## src/include/ex_consts.svh

```systemverilog
`ifndef EX_CONSTS_SVH
`define EX_CONSTS_SVH

////////////////////////////////////////////////////////////////////////////
// datapath widths
////////////////////////////////////////////////////////////////////////////

// one data word
`define XLEN 32

// reorder buffer tag
`define ROB_IDX_W 5

// architectural register index
`define REG_IDX_W 5

////////////////////////////////////////////////////////////////////////////
// multiplier shape
////////////////////////////////////////////////////////////////////////////

// pipeline depth, one of 1, 2, 4 or 8
`define MULT_STAGES 4

// multiplier bits retired by each stage
`define MULT_SLICE ((2 * `XLEN) / `MULT_STAGES)

`endif

```

## src/hw/ex_pkg.sv

```systemverilog
`include "ex_consts.svh"

package ex_pkg;

    typedef logic [`XLEN-1:0]      word_t;
    typedef logic [2*`XLEN-1:0]    dword_t;
    typedef logic [31:0]           inst_t;
    typedef logic [`ROB_IDX_W-1:0] rob_idx_t;
    typedef logic [`REG_IDX_W-1:0] reg_idx_t;
    typedef logic [2:0]            funct3_t;

    ////////////////////////////////////////////////////////////////////////////
    // encodings
    ////////////////////////////////////////////////////////////////////////////

    typedef enum logic [1:0] {
        FU_ALU    = 2'd0,
        FU_MULT   = 2'd1,
        FU_BRANCH = 2'd2
    } fu_type_e;

    typedef enum logic [3:0] {
        ALU_ADD,
        ALU_SUB,
        ALU_SLT,
        ALU_SLTU,
        ALU_AND,
        ALU_OR,
        ALU_XOR,
        ALU_SLL,
        ALU_SRL,
        ALU_SRA,
        ALU_MUL,
        ALU_MULH,
        ALU_MULHSU,
        ALU_MULHU
    } alu_func_e;

    typedef enum logic [1:0] {
        OPA_RS1,
        OPA_NPC,
        OPA_PC,
        OPA_ZERO
    } opa_sel_e;

    typedef enum logic [2:0] {
        OPB_RS2,
        OPB_I_IMM,
        OPB_S_IMM,
        OPB_B_IMM,
        OPB_U_IMM,
        OPB_J_IMM
    } opb_sel_e;

    ////////////////////////////////////////////////////////////////////////////
    // packets
    ////////////////////////////////////////////////////////////////////////////

    typedef struct packed {
        rob_idx_t rob_index;
        reg_idx_t dest_reg;
    } ex_tag_t;

    // one issued instruction
    typedef struct packed {
        logic      valid;
        fu_type_e  unit;
        alu_func_e alu_func;
        opa_sel_e  opa_select;
        opb_sel_e  opb_select;
        inst_t     inst;
        word_t     pc;
        word_t     npc;
        word_t     rs1_value;
        word_t     rs2_value;
        rob_idx_t  rob_index;
        reg_idx_t  dest_reg;
        logic      cond_branch;
        logic      uncond_branch;
    } ex_issue_t;

    typedef struct packed {
        logic      valid;
        alu_func_e func;
        word_t     opa;
        word_t     opb;
        ex_tag_t   tag;
    } alu_req_t;

    // target operands plus raw register values for the compare
    typedef struct packed {
        logic    valid;
        word_t   opa;
        word_t   opb;
        word_t   rs1_value;
        word_t   rs2_value;
        funct3_t funct3;
        logic    cond_branch;
        logic    uncond_branch;
        ex_tag_t tag;
    } branch_req_t;

    // one multiply travelling down the stage chain
    typedef struct packed {
        logic    valid;
        dword_t  mcand;
        dword_t  mplier;
        dword_t  product;
        logic    upper;
        ex_tag_t tag;
    } mult_item_t;

    typedef struct packed {
        logic    done;
        word_t   result;
        logic    take_branch;
        ex_tag_t tag;
    } unit_done_t;

    typedef struct packed {
        logic     valid;
        fu_type_e unit;
        word_t    result;
        logic     take_branch;
        ex_tag_t  tag;
    } ex_result_t;

endpackage

```

## src/hw/branch_unit.sv

```systemverilog
`timescale 1ns/1ps

module branch_unit (
    input  ex_pkg::branch_req_t req,
    output ex_pkg::unit_done_t  done
);

    logic cond_holds;

    // compare on raw register values, not the target operands
    always_comb begin
        case (req.funct3)
            3'b000:  cond_holds = (req.rs1_value == req.rs2_value);
            3'b001:  cond_holds = (req.rs1_value != req.rs2_value);
            3'b100:  cond_holds = ($signed(req.rs1_value) < $signed(req.rs2_value));
            3'b101:  cond_holds = ($signed(req.rs1_value) >= $signed(req.rs2_value));
            3'b110:  cond_holds = (req.rs1_value < req.rs2_value);
            3'b111:  cond_holds = (req.rs1_value >= req.rs2_value);
            default: cond_holds = 1'b0;
        endcase
    end

    always_comb begin
        done.done        = req.valid;
        // target address
        done.result      = req.opa + req.opb;
        done.take_branch = req.uncond_branch || (req.cond_branch && cond_holds);
        done.tag         = req.tag;
    end

endmodule

```

## src/hw/completion_arbiter.sv

```systemverilog
`timescale 1ns/1ps
`include "ex_consts.svh"

module completion_arbiter (
    input  logic               clock,
    input  logic               reset,
    input  ex_pkg::unit_done_t alu_done,
    input  ex_pkg::unit_done_t branch_done,
    input  ex_pkg::mult_item_t mult_done,
    output ex_pkg::ex_result_t result,
    output logic               free_alu,
    output logic               free_mult,
    output logic               free_branch
);

    localparam int DEPTH = `MULT_STAGES;
    localparam int PTR_W = (DEPTH > 1) ? $clog2(DEPTH) : 1;
    localparam int CNT_W = $clog2(DEPTH + 1);

    // single holding slots
    logic               alu_full;
    logic               br_full;
    ex_pkg::unit_done_t alu_slot;
    ex_pkg::unit_done_t br_slot;

    // multiplier FIFO
    ex_pkg::word_t      mq_result [DEPTH];
    ex_pkg::ex_tag_t    mq_tag [DEPTH];
    logic [PTR_W-1:0]   mq_head;
    logic [PTR_W-1:0]   mq_tail;
    logic [CNT_W-1:0]   mq_count;
    logic               mq_push;
    logic               mq_pop;
    ex_pkg::word_t      mult_word;

    logic               grant_alu;
    logic               grant_mult;
    logic               grant_br;
    ex_pkg::ex_result_t pick;
    ex_pkg::ex_result_t out_q;
    logic               out_valid;

    function automatic logic [PTR_W-1:0] ptr_next(input logic [PTR_W-1:0] ptr);
        if (ptr == PTR_W'(DEPTH - 1)) begin
            return '0;
        end
        return ptr + 1'b1;
    endfunction

    assign mult_word = mult_done.upper ? mult_done.product[2*`XLEN-1:`XLEN]
                                       : mult_done.product[`XLEN-1:0];
    assign mq_push   = mult_done.valid;

    // fixed priority, ALU then multiplier head then branch
    assign grant_alu  = alu_full;
    assign grant_mult = !alu_full && (mq_count != '0);
    assign grant_br   = !alu_full && (mq_count == '0) && br_full;
    assign mq_pop     = grant_mult;

    always_comb begin
        pick       = '0;
        pick.valid = grant_alu || grant_mult || grant_br;
        if (grant_alu) begin
            pick.unit        = ex_pkg::FU_ALU;
            pick.result      = alu_slot.result;
            pick.take_branch = alu_slot.take_branch;
            pick.tag         = alu_slot.tag;
        end else if (grant_mult) begin
            pick.unit   = ex_pkg::FU_MULT;
            pick.result = mq_result[mq_head];
            pick.tag    = mq_tag[mq_head];
        end else if (grant_br) begin
            pick.unit        = ex_pkg::FU_BRANCH;
            pick.result      = br_slot.result;
            pick.take_branch = br_slot.take_branch;
            pick.tag         = br_slot.tag;
        end
    end

    ////////////////////////////////////////////////////////////////////////////
    // occupancy and output strobes
    ////////////////////////////////////////////////////////////////////////////

    always_ff @(posedge clock) begin
        if (reset) begin
            alu_full    <= 1'b0;
            br_full     <= 1'b0;
            mq_head     <= '0;
            mq_tail     <= '0;
            mq_count    <= '0;
            out_valid   <= 1'b0;
            free_alu    <= 1'b0;
            free_mult   <= 1'b0;
            free_branch <= 1'b0;
        end else begin
            if (alu_done.done) begin
                alu_full <= 1'b1;
            end else if (grant_alu) begin
                alu_full <= 1'b0;
            end
            if (branch_done.done) begin
                br_full <= 1'b1;
            end else if (grant_br) begin
                br_full <= 1'b0;
            end
            if (mq_push) begin
                mq_tail <= ptr_next(mq_tail);
            end
            if (mq_pop) begin
                mq_head <= ptr_next(mq_head);
            end
            mq_count    <= mq_count + CNT_W'(mq_push) - CNT_W'(mq_pop);
            out_valid   <= pick.valid;
            free_alu    <= grant_alu;
            free_mult   <= grant_mult;
            free_branch <= grant_br;
        end
    end

    // payload
    always_ff @(posedge clock) begin
        if (alu_done.done) begin
            alu_slot <= alu_done;
        end
        if (branch_done.done) begin
            br_slot <= branch_done;
        end
        if (mq_push) begin
            mq_result[mq_tail] <= mult_word;
            mq_tag[mq_tail]    <= mult_done.tag;
        end
        if (pick.valid) begin
            out_q <= pick;
        end
    end

    always_comb begin
        result       = out_q;
        result.valid = out_valid;
    end

    // the issuer only refills a unit after its free pulse
    a_alu_slot: assert property (@(posedge clock) disable iff (reset)
        alu_done.done |-> !alu_full)
        else $error("ALU done while its slot is still full");

    a_branch_slot: assert property (@(posedge clock) disable iff (reset)
        branch_done.done |-> !br_full)
        else $error("branch done while its slot is still full");

    a_mq_room: assert property (@(posedge clock) disable iff (reset)
        mq_push |-> (mq_count != CNT_W'(DEPTH)))
        else $error("multiply pushed into a full queue");

endmodule

```

## src/hw/ex_stage.sv

```systemverilog
`timescale 1ns/1ps
`include "ex_consts.svh"

module ex_stage (
    input  logic              clock,
    input  logic              reset,
    input  ex_pkg::ex_issue_t issue,
    output ex_pkg::ex_result_t result,
    output logic              free_alu,
    output logic              free_mult,
    output logic              free_branch
);

    ex_pkg::alu_req_t    alu_in;
    ex_pkg::branch_req_t branch_in;
    ex_pkg::unit_done_t  alu_done;
    ex_pkg::unit_done_t  branch_done;

    // entry 0 comes from operand select, the last entry feeds the arbiter
    ex_pkg::mult_item_t  mult_chain [`MULT_STAGES+1];

    operand_select u_operand_select (
        .issue     (issue),
        .alu_in    (alu_in),
        .branch_in (branch_in),
        .mult_in   (mult_chain[0])
    );

    int_alu u_int_alu (
        .req  (alu_in),
        .done (alu_done)
    );

    branch_unit u_branch_unit (
        .req  (branch_in),
        .done (branch_done)
    );

    for (genvar i = 0; i < `MULT_STAGES; i++) begin : g_mult
        mult_stage u_mult_stage (
            .clock     (clock),
            .reset     (reset),
            .stage_in  (mult_chain[i]),
            .stage_out (mult_chain[i+1])
        );
    end

    completion_arbiter u_completion_arbiter (
        .clock       (clock),
        .reset       (reset),
        .alu_done    (alu_done),
        .branch_done (branch_done),
        .mult_done   (mult_chain[`MULT_STAGES]),
        .result      (result),
        .free_alu    (free_alu),
        .free_mult   (free_mult),
        .free_branch (free_branch)
    );

endmodule

```

## src/hw/int_alu.sv

```systemverilog
`timescale 1ns/1ps

module int_alu (
    input  ex_pkg::alu_req_t   req,
    output ex_pkg::unit_done_t done
);

    localparam int SHAMT_W = $clog2($bits(ex_pkg::word_t));

    ex_pkg::word_t        result;
    logic [SHAMT_W-1:0]   shamt;

    assign shamt = req.opb[SHAMT_W-1:0];

    always_comb begin
        case (req.func)
            ex_pkg::ALU_ADD:  result = req.opa + req.opb;
            ex_pkg::ALU_SUB:  result = req.opa - req.opb;
            ex_pkg::ALU_SLT:  result = ex_pkg::word_t'($signed(req.opa) < $signed(req.opb));
            ex_pkg::ALU_SLTU: result = ex_pkg::word_t'(req.opa < req.opb);
            ex_pkg::ALU_AND:  result = req.opa & req.opb;
            ex_pkg::ALU_OR:   result = req.opa | req.opb;
            ex_pkg::ALU_XOR:  result = req.opa ^ req.opb;
            ex_pkg::ALU_SLL:  result = req.opa << shamt;
            ex_pkg::ALU_SRL:  result = req.opa >> shamt;
            ex_pkg::ALU_SRA:  result = ex_pkg::word_t'($signed(req.opa) >>> shamt);
            // multiplies never reach this unit
            default:          result = '0;
        endcase
    end

    always_comb begin
        done.done        = req.valid;
        done.result      = result;
        done.take_branch = 1'b0;
        done.tag         = req.tag;
    end

endmodule

```

## src/hw/mult_stage.sv

```systemverilog
`timescale 1ns/1ps
`include "ex_consts.svh"

module mult_stage (
    input  logic               clock,
    input  logic               reset,
    input  ex_pkg::mult_item_t stage_in,
    output ex_pkg::mult_item_t stage_out
);

    ex_pkg::dword_t     partial;
    ex_pkg::mult_item_t next_item;
    ex_pkg::mult_item_t item_q;
    logic               valid_q;

    // partial product for the low slice of the multiplier
    assign partial = stage_in.mcand * stage_in.mplier[`MULT_SLICE-1:0];

    always_comb begin
        next_item         = stage_in;
        next_item.product = stage_in.product + partial;
        next_item.mcand   = stage_in.mcand << `MULT_SLICE;
        next_item.mplier  = stage_in.mplier >> `MULT_SLICE;
    end

    always_ff @(posedge clock) begin
        if (reset) begin
            valid_q <= 1'b0;
        end else begin
            valid_q <= stage_in.valid;
        end
    end

    always_ff @(posedge clock) begin
        if (stage_in.valid) begin
            item_q <= next_item;
        end
    end

    always_comb begin
        stage_out       = item_q;
        stage_out.valid = valid_q;
    end

endmodule

```

## src/hw/operand_select.sv

```systemverilog
`timescale 1ns/1ps
`include "ex_consts.svh"

module operand_select (
    input  ex_pkg::ex_issue_t   issue,
    output ex_pkg::alu_req_t    alu_in,
    output ex_pkg::branch_req_t branch_in,
    output ex_pkg::mult_item_t  mult_in
);

    ex_pkg::inst_t   inst;
    ex_pkg::word_t   opa;
    ex_pkg::word_t   opb;
    ex_pkg::ex_tag_t tag;
    logic            sign_a;
    logic            sign_b;

    assign inst = issue.inst;
    assign tag  = '{rob_index: issue.rob_index, dest_reg: issue.dest_reg};

    // operand A
    always_comb begin
        case (issue.opa_select)
            ex_pkg::OPA_RS1:  opa = issue.rs1_value;
            ex_pkg::OPA_NPC:  opa = issue.npc;
            ex_pkg::OPA_PC:   opa = issue.pc;
            ex_pkg::OPA_ZERO: opa = '0;
            default:          opa = '0;
        endcase
    end

    // operand B, every immediate sign extended from inst[31]
    always_comb begin
        case (issue.opb_select)
            ex_pkg::OPB_RS2:   opb = issue.rs2_value;
            ex_pkg::OPB_I_IMM: opb = ex_pkg::word_t'($signed(inst[31:20]));
            ex_pkg::OPB_S_IMM: opb = ex_pkg::word_t'($signed({inst[31:25], inst[11:7]}));
            ex_pkg::OPB_B_IMM: opb = ex_pkg::word_t'($signed({inst[31], inst[7],
                                         inst[30:25], inst[11:8], 1'b0}));
            ex_pkg::OPB_U_IMM: opb = ex_pkg::word_t'($signed({inst[31:12], 12'h000}));
            ex_pkg::OPB_J_IMM: opb = ex_pkg::word_t'($signed({inst[31], inst[19:12],
                                         inst[20], inst[30:21], 1'b0}));
            default:           opb = '0;
        endcase
    end

    // MULHSU treats only the multiplicand as signed
    assign sign_a = issue.alu_func inside {ex_pkg::ALU_MUL, ex_pkg::ALU_MULH, ex_pkg::ALU_MULHSU};
    assign sign_b = issue.alu_func inside {ex_pkg::ALU_MUL, ex_pkg::ALU_MULH};

    always_comb begin
        alu_in.valid = issue.valid && (issue.unit == ex_pkg::FU_ALU);
        alu_in.func  = issue.alu_func;
        alu_in.opa   = opa;
        alu_in.opb   = opb;
        alu_in.tag   = tag;

        branch_in.valid         = issue.valid && (issue.unit == ex_pkg::FU_BRANCH);
        branch_in.opa           = opa;
        branch_in.opb           = opb;
        branch_in.rs1_value     = issue.rs1_value;
        branch_in.rs2_value     = issue.rs2_value;
        branch_in.funct3        = inst[14:12];
        branch_in.cond_branch   = issue.cond_branch;
        branch_in.uncond_branch = issue.uncond_branch;
        branch_in.tag           = tag;

        // widen to double width so the stage chain sees two's complement values
        mult_in.valid   = issue.valid && (issue.unit == ex_pkg::FU_MULT);
        mult_in.mcand   = sign_a ? {{`XLEN{opa[`XLEN-1]}}, opa} : {{`XLEN{1'b0}}, opa};
        mult_in.mplier  = sign_b ? {{`XLEN{opb[`XLEN-1]}}, opb} : {{`XLEN{1'b0}}, opb};
        mult_in.product = '0;
        mult_in.upper   = issue.alu_func inside {ex_pkg::ALU_MULH, ex_pkg::ALU_MULHSU,
                                                 ex_pkg::ALU_MULHU};
        mult_in.tag     = tag;
    end

    a_unit_defined: assert final (!issue.valid ||
        issue.unit inside {ex_pkg::FU_ALU, ex_pkg::FU_MULT, ex_pkg::FU_BRANCH})
        else $error("valid issue with undefined unit %0d", issue.unit);

endmodule

```

## config.mk

```make
export PLATFORM = sky130hd
export DESIGN_NAME = ex_stage
export DESIGN_NICKNAME = d
export VERILOG_FILES = /design/src/hw/ex_pkg.sv /design/src/hw/branch_unit.sv /design/src/hw/completion_arbiter.sv /design/src/hw/ex_stage.sv /design/src/hw/int_alu.sv /design/src/hw/mult_stage.sv /design/src/hw/operand_select.sv
export VERILOG_INCLUDE_DIRS = /design/src /design/src/include
export SDC_FILE = /design/constraint.sdc
export NUM_CORES = 2
export LEC_CHECK = 0
export ABC_AREA = 1
export ABC_CLOCK_PERIOD_IN_PS = 27700
export BUFFER_PORTS_ARGS = -buffer_cell sky130_fd_sc_hd__buf_2
export CAP_MARGIN = 15
export CORE_ASPECT_RATIO = 1.75
export CORE_MARGIN = 4
export CORE_UTILIZATION = 70
export DETAILED_ROUTE_END_ITERATION = 8
export PLACE_DENSITY = 0.87
export SYNTH_ARGS = -nofsm -noshare
export SYNTH_HDL_FRONTEND = slang
export SYNTH_SLANG_ARGS = --single-unit
```

## constraint.sdc

```tcl
create_clock -name clock -period 27.7 [get_ports clock]
set_clock_uncertainty 0.1 [all_clocks]
set_input_delay 4.155 -clock clock [delete_from_list [all_inputs] [get_ports clock]]
set_output_delay 4.155 -clock clock [all_outputs]
set_load 0.05 [all_outputs]
```

==> flow_summary_export.csv, run 1 <==
group,metric,value,unit
synth,synth_edf_count,698,
synth,muxShareOfSynthArea,0.4438,%
synth,ys.flop_type,"edfxtp_1",
synth,netlist_area,85710,sq um
die,die_w,272.5,um
synth,syn_inst,10200,
synth,synthXorXnorAreaFrac,2.463,%
run_status,stop_stage,"global routing",
synth,synth_top_family_by_area,"adder cells",
global_routing,grt_pass1_vias,88860,
clock_tree,cts.repair.resized,0,
placement,place_area,88360,sq um
clock_tree,clock-sinks,717,
synth,synth-compound-area-share,6.658,%
clock_tree,post_cts_buffers,0,
die,start_util,70.61,%
synth,ys_warn_count,0,
placement,detailed_place_hpwl,265500,um
synth,ys_seq_area_share,24.90,%
clock_tree,clockRootBuffer,"clkbuf_16",
placement,portBuffers,227,
synth,syn_nets,12070,
global_routing,track_usage,61.42,%
die,pin_count,235,
synth,ys_seq_elements,717,
synth,yosys.area_share.simple,19.30,%
die,dieHeight,470.9,um
global_routing,grt_overflow_total,116,
clock_tree,htreeDepth,2,
clock_tree,numCtsBuffers,60,
run_status,tool.error,"[ERROR GRT-0116] Global routing finished with congestion. Check the congestion regions in the DRC Viewer.",
global_routing,grt_first_pass_wirelength,571800,um
run_status,outcome,"aborted with a tool error",
placement,place_congestion,1.146,
synth,synthDistinctLibCells,63,
global_routing,grt_max_degree,86,
clock_tree,ctsLongestPathBuffers,3,
synth,synthAdderAreaFrac,35.24,%
synth,ys_async_sr_fraction,0,%
clock_tree,cts_hold_buf,0,
synth,avgSynthCellArea,8.400,sq um
die,rows,169,
layer usage:
layer	GRT usage, %	GRT overflow
met1	59.13	2
met2	88.26	49
met3	31.76	3
met4	67.86	62
met5	4.996	0
synthesized netlist by cell type, types with 8 or more instances:
| library cell | count | area [sq um] |
|---|---|---|
| clkinv_1 | 8 | 30.03 |
| a221oi_1 | 8 | 70.07 |
| xor2_1 | 171 | 1498 |
| nand2_1 | 2405 | 9027 |
| o211ai_1 | 21 | 157.7 |
| o21ai_0 | 296 | 1481 |
| a21boi_0 | 12 | 90.09 |
| edfxtp_1 | 698 | 20960 |
| nor4_1 | 17 | 106.4 |
| nor2_1 | 840 | 3153 |
| buf_2 | 52 | 260.3 |
| o21bai_1 | 40 | 300.3 |
| inv_1 | 2083 | 7819 |
| and3_1 | 9 | 56.30 |
| o21a_1 | 18 | 135.1 |
| nand3_1 | 605 | 3028 |
| dfxtp_1 | 19 | 380.4 |
| nand2_2 | 13 | 81.33 |
| clkbuf_1 | 266 | 998.5 |
| fa_1 | 1222 | 24460 |
| or2_2 | 16 | 100.1 |
| a21o_1 | 32 | 240.2 |
| o221ai_1 | 13 | 113.9 |
| o32ai_1 | 42 | 367.9 |
| nand3b_1 | 9 | 67.56 |
| o21ai_1 | 21 | 105.1 |
| nand4_1 | 55 | 344.1 |
| mux2_2 | 32 | 360.4 |
| o22ai_1 | 25 | 156.4 |
| nor3_1 | 70 | 350.3 |
| ha_1 | 459 | 5743 |
| xnor2_1 | 70 | 613.1 |
| a21oi_1 | 390 | 1952 |
| buf_4 | 13 | 97.59 |
| buf_1 | 30 | 112.6 |
| and2_1 | 15 | 93.84 |
| inv_2 | 12 | 45.04 |
| a31oi_1 | 36 | 225.2 |
per-stage QoR:
| stage | util, % | std cells | worst slack, ns | hold WS [ns] |
|---|---|---|---|---|
| 2_1_floorplan | - | 10200 | 14.05 | 0.3003 |
| 3_3_place_gp | 72.80 | 11800 | 14.94 | 0.3005 |
| 3_5_place_dp | 72.80 | 11800 | 14.84 | 0.3045 |
| 4_1_cts | 74.50 | 11920 | 15.55 | 0.2822 |
logic make-up after synthesis:
family          count (synthesis)
xor+xnor                      241
compound gates                988
flops                         717
fa+ha+maj                    1681
buf+inv                      2470
mux                            34
simple gates                 4072
==> inputs of run 2 (changes only) <==
Settings changed: CORE_ASPECT_RATIO 1.75 to unset, CORE_UTILIZATION 70 to 40, PLACE_DENSITY 0.87 to unset, PLACE_DENSITY_LB_ADDON set to 0.15.
==> run 2 against run 1 <==
  * The flow now finishes without violations
  * Synthesized cell count unchanged
  * Synthesized area unchanged
==> flow_summary_export.csv, run 2 <==
group,metric,value,unit
run_status,outcome,"finished, final reports clean",
timing,tightestPinTransition,1.244,ns
layout,ff_latch_area,21360,sq um
drt,avgViaCountPerCell,5.352,
die,pin_count,235,
clock_tree,clockRootBuffer,"clkbuf_16",
synth,yosysTopAreaCell,"fa_1",
synth,netlist.area_leader.share,28.54,%
setup_path,cp_max_fo,49,
timing,min_period,13.27,ns
drt,antenna_left,0,
global_routing,grt_overflow_total,0,
synth,synthDistinctLibCells,63,
placement,pre_cts_ws,14.03,ns
timing,setup_viol,0,
synth,ys_async_sr_fraction,0,%
run,cap_violations,0,
placement,place_congestion,1.001,
placement,place_area,89920,sq um
placement,portBuffers,227,
global_routing,antenna_found_initial,30,
global_routing,track_usage,29.39,%
clock_tree,post_cts_buffers,0,
die,start_util,40.33,%
timing,slew-limit-headroom,16.95,%
global_routing,gr-usage-met1,40.40,%
layout,largest_reg_flops,400,
synth,ys.flop_type,"edfxtp_1",
timing,max_freq,75.35,MHz
drt,drt_iter0_drc,5999,
placement,detailed_place_hpwl,265400,um
setup_path,critical-path-max-stage-delay,0.74,ns
global_routing,grt_max_degree,77,
synth,synth_top_family_by_area,"adder cells",
synth,muxShareOfSynthArea,0.4438,%
layout,area_growth,8.216,%
synth,syn_nets,12070,
synth,ys_warn_count,0,
synth,ys_seq_elements,717,
drt,drc,0,
clock_tree,clk_latency,0.74,ns
synth,synth.area.top_cells,"fa_1 (29%), edfxtp_1 (24%), nand2_1 (11%), inv_1 (9.1%), ha_1 (6.7%)",
synth,yosys.area_share.simple,19.30,%
setup_path,crit_family,"adder cells",
die,core_area,212500,sq um
layout,mostFrequentLayoutCell,"nand2_1",
clock_tree,numCtsBuffers,82,
global_routing,grtUsageMet3,5.000,%
timing,tns,0,ns
global_routing,grt_first_pass_wirelength,483000,um
clock_tree,cts_hold_buf,0,
setup_path,cp-start-kind,"primary input",
synth,synth_edf_count,698,
layout,drive_gt1_share,5.832,%
setup_path,worst_path_most_repeated_cell,"fa_1",
setup_path,crit_buf_inv,9,
layout,multiInputGateArea,55080,sq um
setup_path,critPathCaptureType,"flop",
synth,netlist_area,85710,sq um
timing,fin_ws,14.43,ns
clock_tree,clock-sinks,717,
timing,drv_slew,0,
global_routing,grt_busiest_layer,"met2",
die,die_area,221700,sq um
clock_tree,clkSlewWorstSetupHoldPaths,0.06,ns
layout,stdcell_area,92750,sq um
clock_tree,ctsLongestPathBuffers,3,
timing,hold_violations,0,
drt,drtPass1Iterations,8,
synth,avgSynthCellArea,8.400,sq um
clock_tree,htreeDepth,3,
synth,synth-compound-area-share,6.658,%
drt,vias,70500,
layout,nFillCells,21490,
synth,synth.most_common_cell,"nand2_1",
min_path,hold_path.class,"flop to flop",
synth,syn_inst,10200,
layout,nets,12140,
synth,ys_top_cells_by_count,"nand2_1 (2405), inv_1 (2083), fa_1 (1222)",
drt,routed_wirelength,325900,um
timing,fin_crit_sh,47.91,%
die,rows,169,
die,die_w,470.9,um
synth,ys_seq_area_share,24.90,%
global_routing,grt_pass1_vias,72910,
layout,mostFrequentLayoutCells,"nand2_1 (2404), inv_1 (2077), fa_1 (1222), nor2_1 (836), edfxtp_1 (698)",
setup_path,critical_path_class,"primary input to flop",
setup_path,required,27.96,ns
setup_path,cpMaxStageDelayCell,"nand2_2",
global_routing,grt_use_met2,46.28,%
clock_tree,cts_tree,"yes",
die,dieHeight,470.9,um
clock_tree,cts.repair.resized,0,
setup_path,arrival,13.53,ns
timing,rsz0062_at_grt,"no",
synth,synthXorXnorAreaFrac,2.463,%
drt,wire_per_inst,24.74,um
synth,synthAdderAreaFrac,35.24,%
==> run 2: cell counts after synthesis <==
Identical to the previous run, type by type.
==> run 2: through the flow <==
step           instances  hold slack, ns  utilization (%)
2_1_floorplan      10200          0.3003                -
3_5_place_dp       13010          0.3045            42.31
4_1_cts            13160          0.2907            43.62
6_report           13170          0.2827            43.64
3_3_place_gp       13010          0.3004            42.31
5_1_grt            13160          0.2973            43.63
==> run 2: kinds of logic after synthesis <==
family / after synthesis
AOI/OAI and AO/OA: 988
muxes: 34
adders and majority gates: 1681
and+or+nand+nor: 4072
buffers and inverters: 2470
xor gates and xnor gates: 241
DFF: 717
==> run 2: path summary, 6_finish.rpt <==
check	to	cells after the start	slack, ns	startpoint
max	g_mult[0].u_mult_stage.stage_out[47]	29	14.43	issue[176]
min	g_mult[1].u_mult_stage.stage_out[11]	0	0.28	g_mult[0].u_mult_stage.stage_out[11]
max reg2reg	g_mult[1].u_mult_stage.stage_out[70]	31	18.39	g_mult[0].u_mult_stage.stage_out[162]
min reg2reg	g_mult[1].u_mult_stage.stage_out[11]	0	0.28	g_mult[0].u_mult_stage.stage_out[11]
==> run 2: final cells by class <==
cell class | instances | share of cell area, %
Inverter | 2104 | 8.518
Multi-Input combinational cell | 7016 | 59.38
Tap cell | 2821 | 3.806
Clock inverter | 54 | 0.7001
Timing Repair Buffer | 351 | 2.239
Sequential cell | 717 | 23.03
Clock buffer | 98 | 2.299
Antenna cell | 11 | 0.02968
==> run 2: metal layers <==
| metal | vias to the layer above | part of all wire (%) |
|---|---|---|
| met2 | 2736 | 45 |
| met3 | 555 | 7.4 |
| li1 | 31740 | - |
| met1 | 35440 | 43 |
| met5 | - | 0.055 |
| met4 | 26 | 4.7 |
Power of run 2 is not shown: default switching activity piles up to over one toggle a cycle in this logic, so the estimate is an artifact.
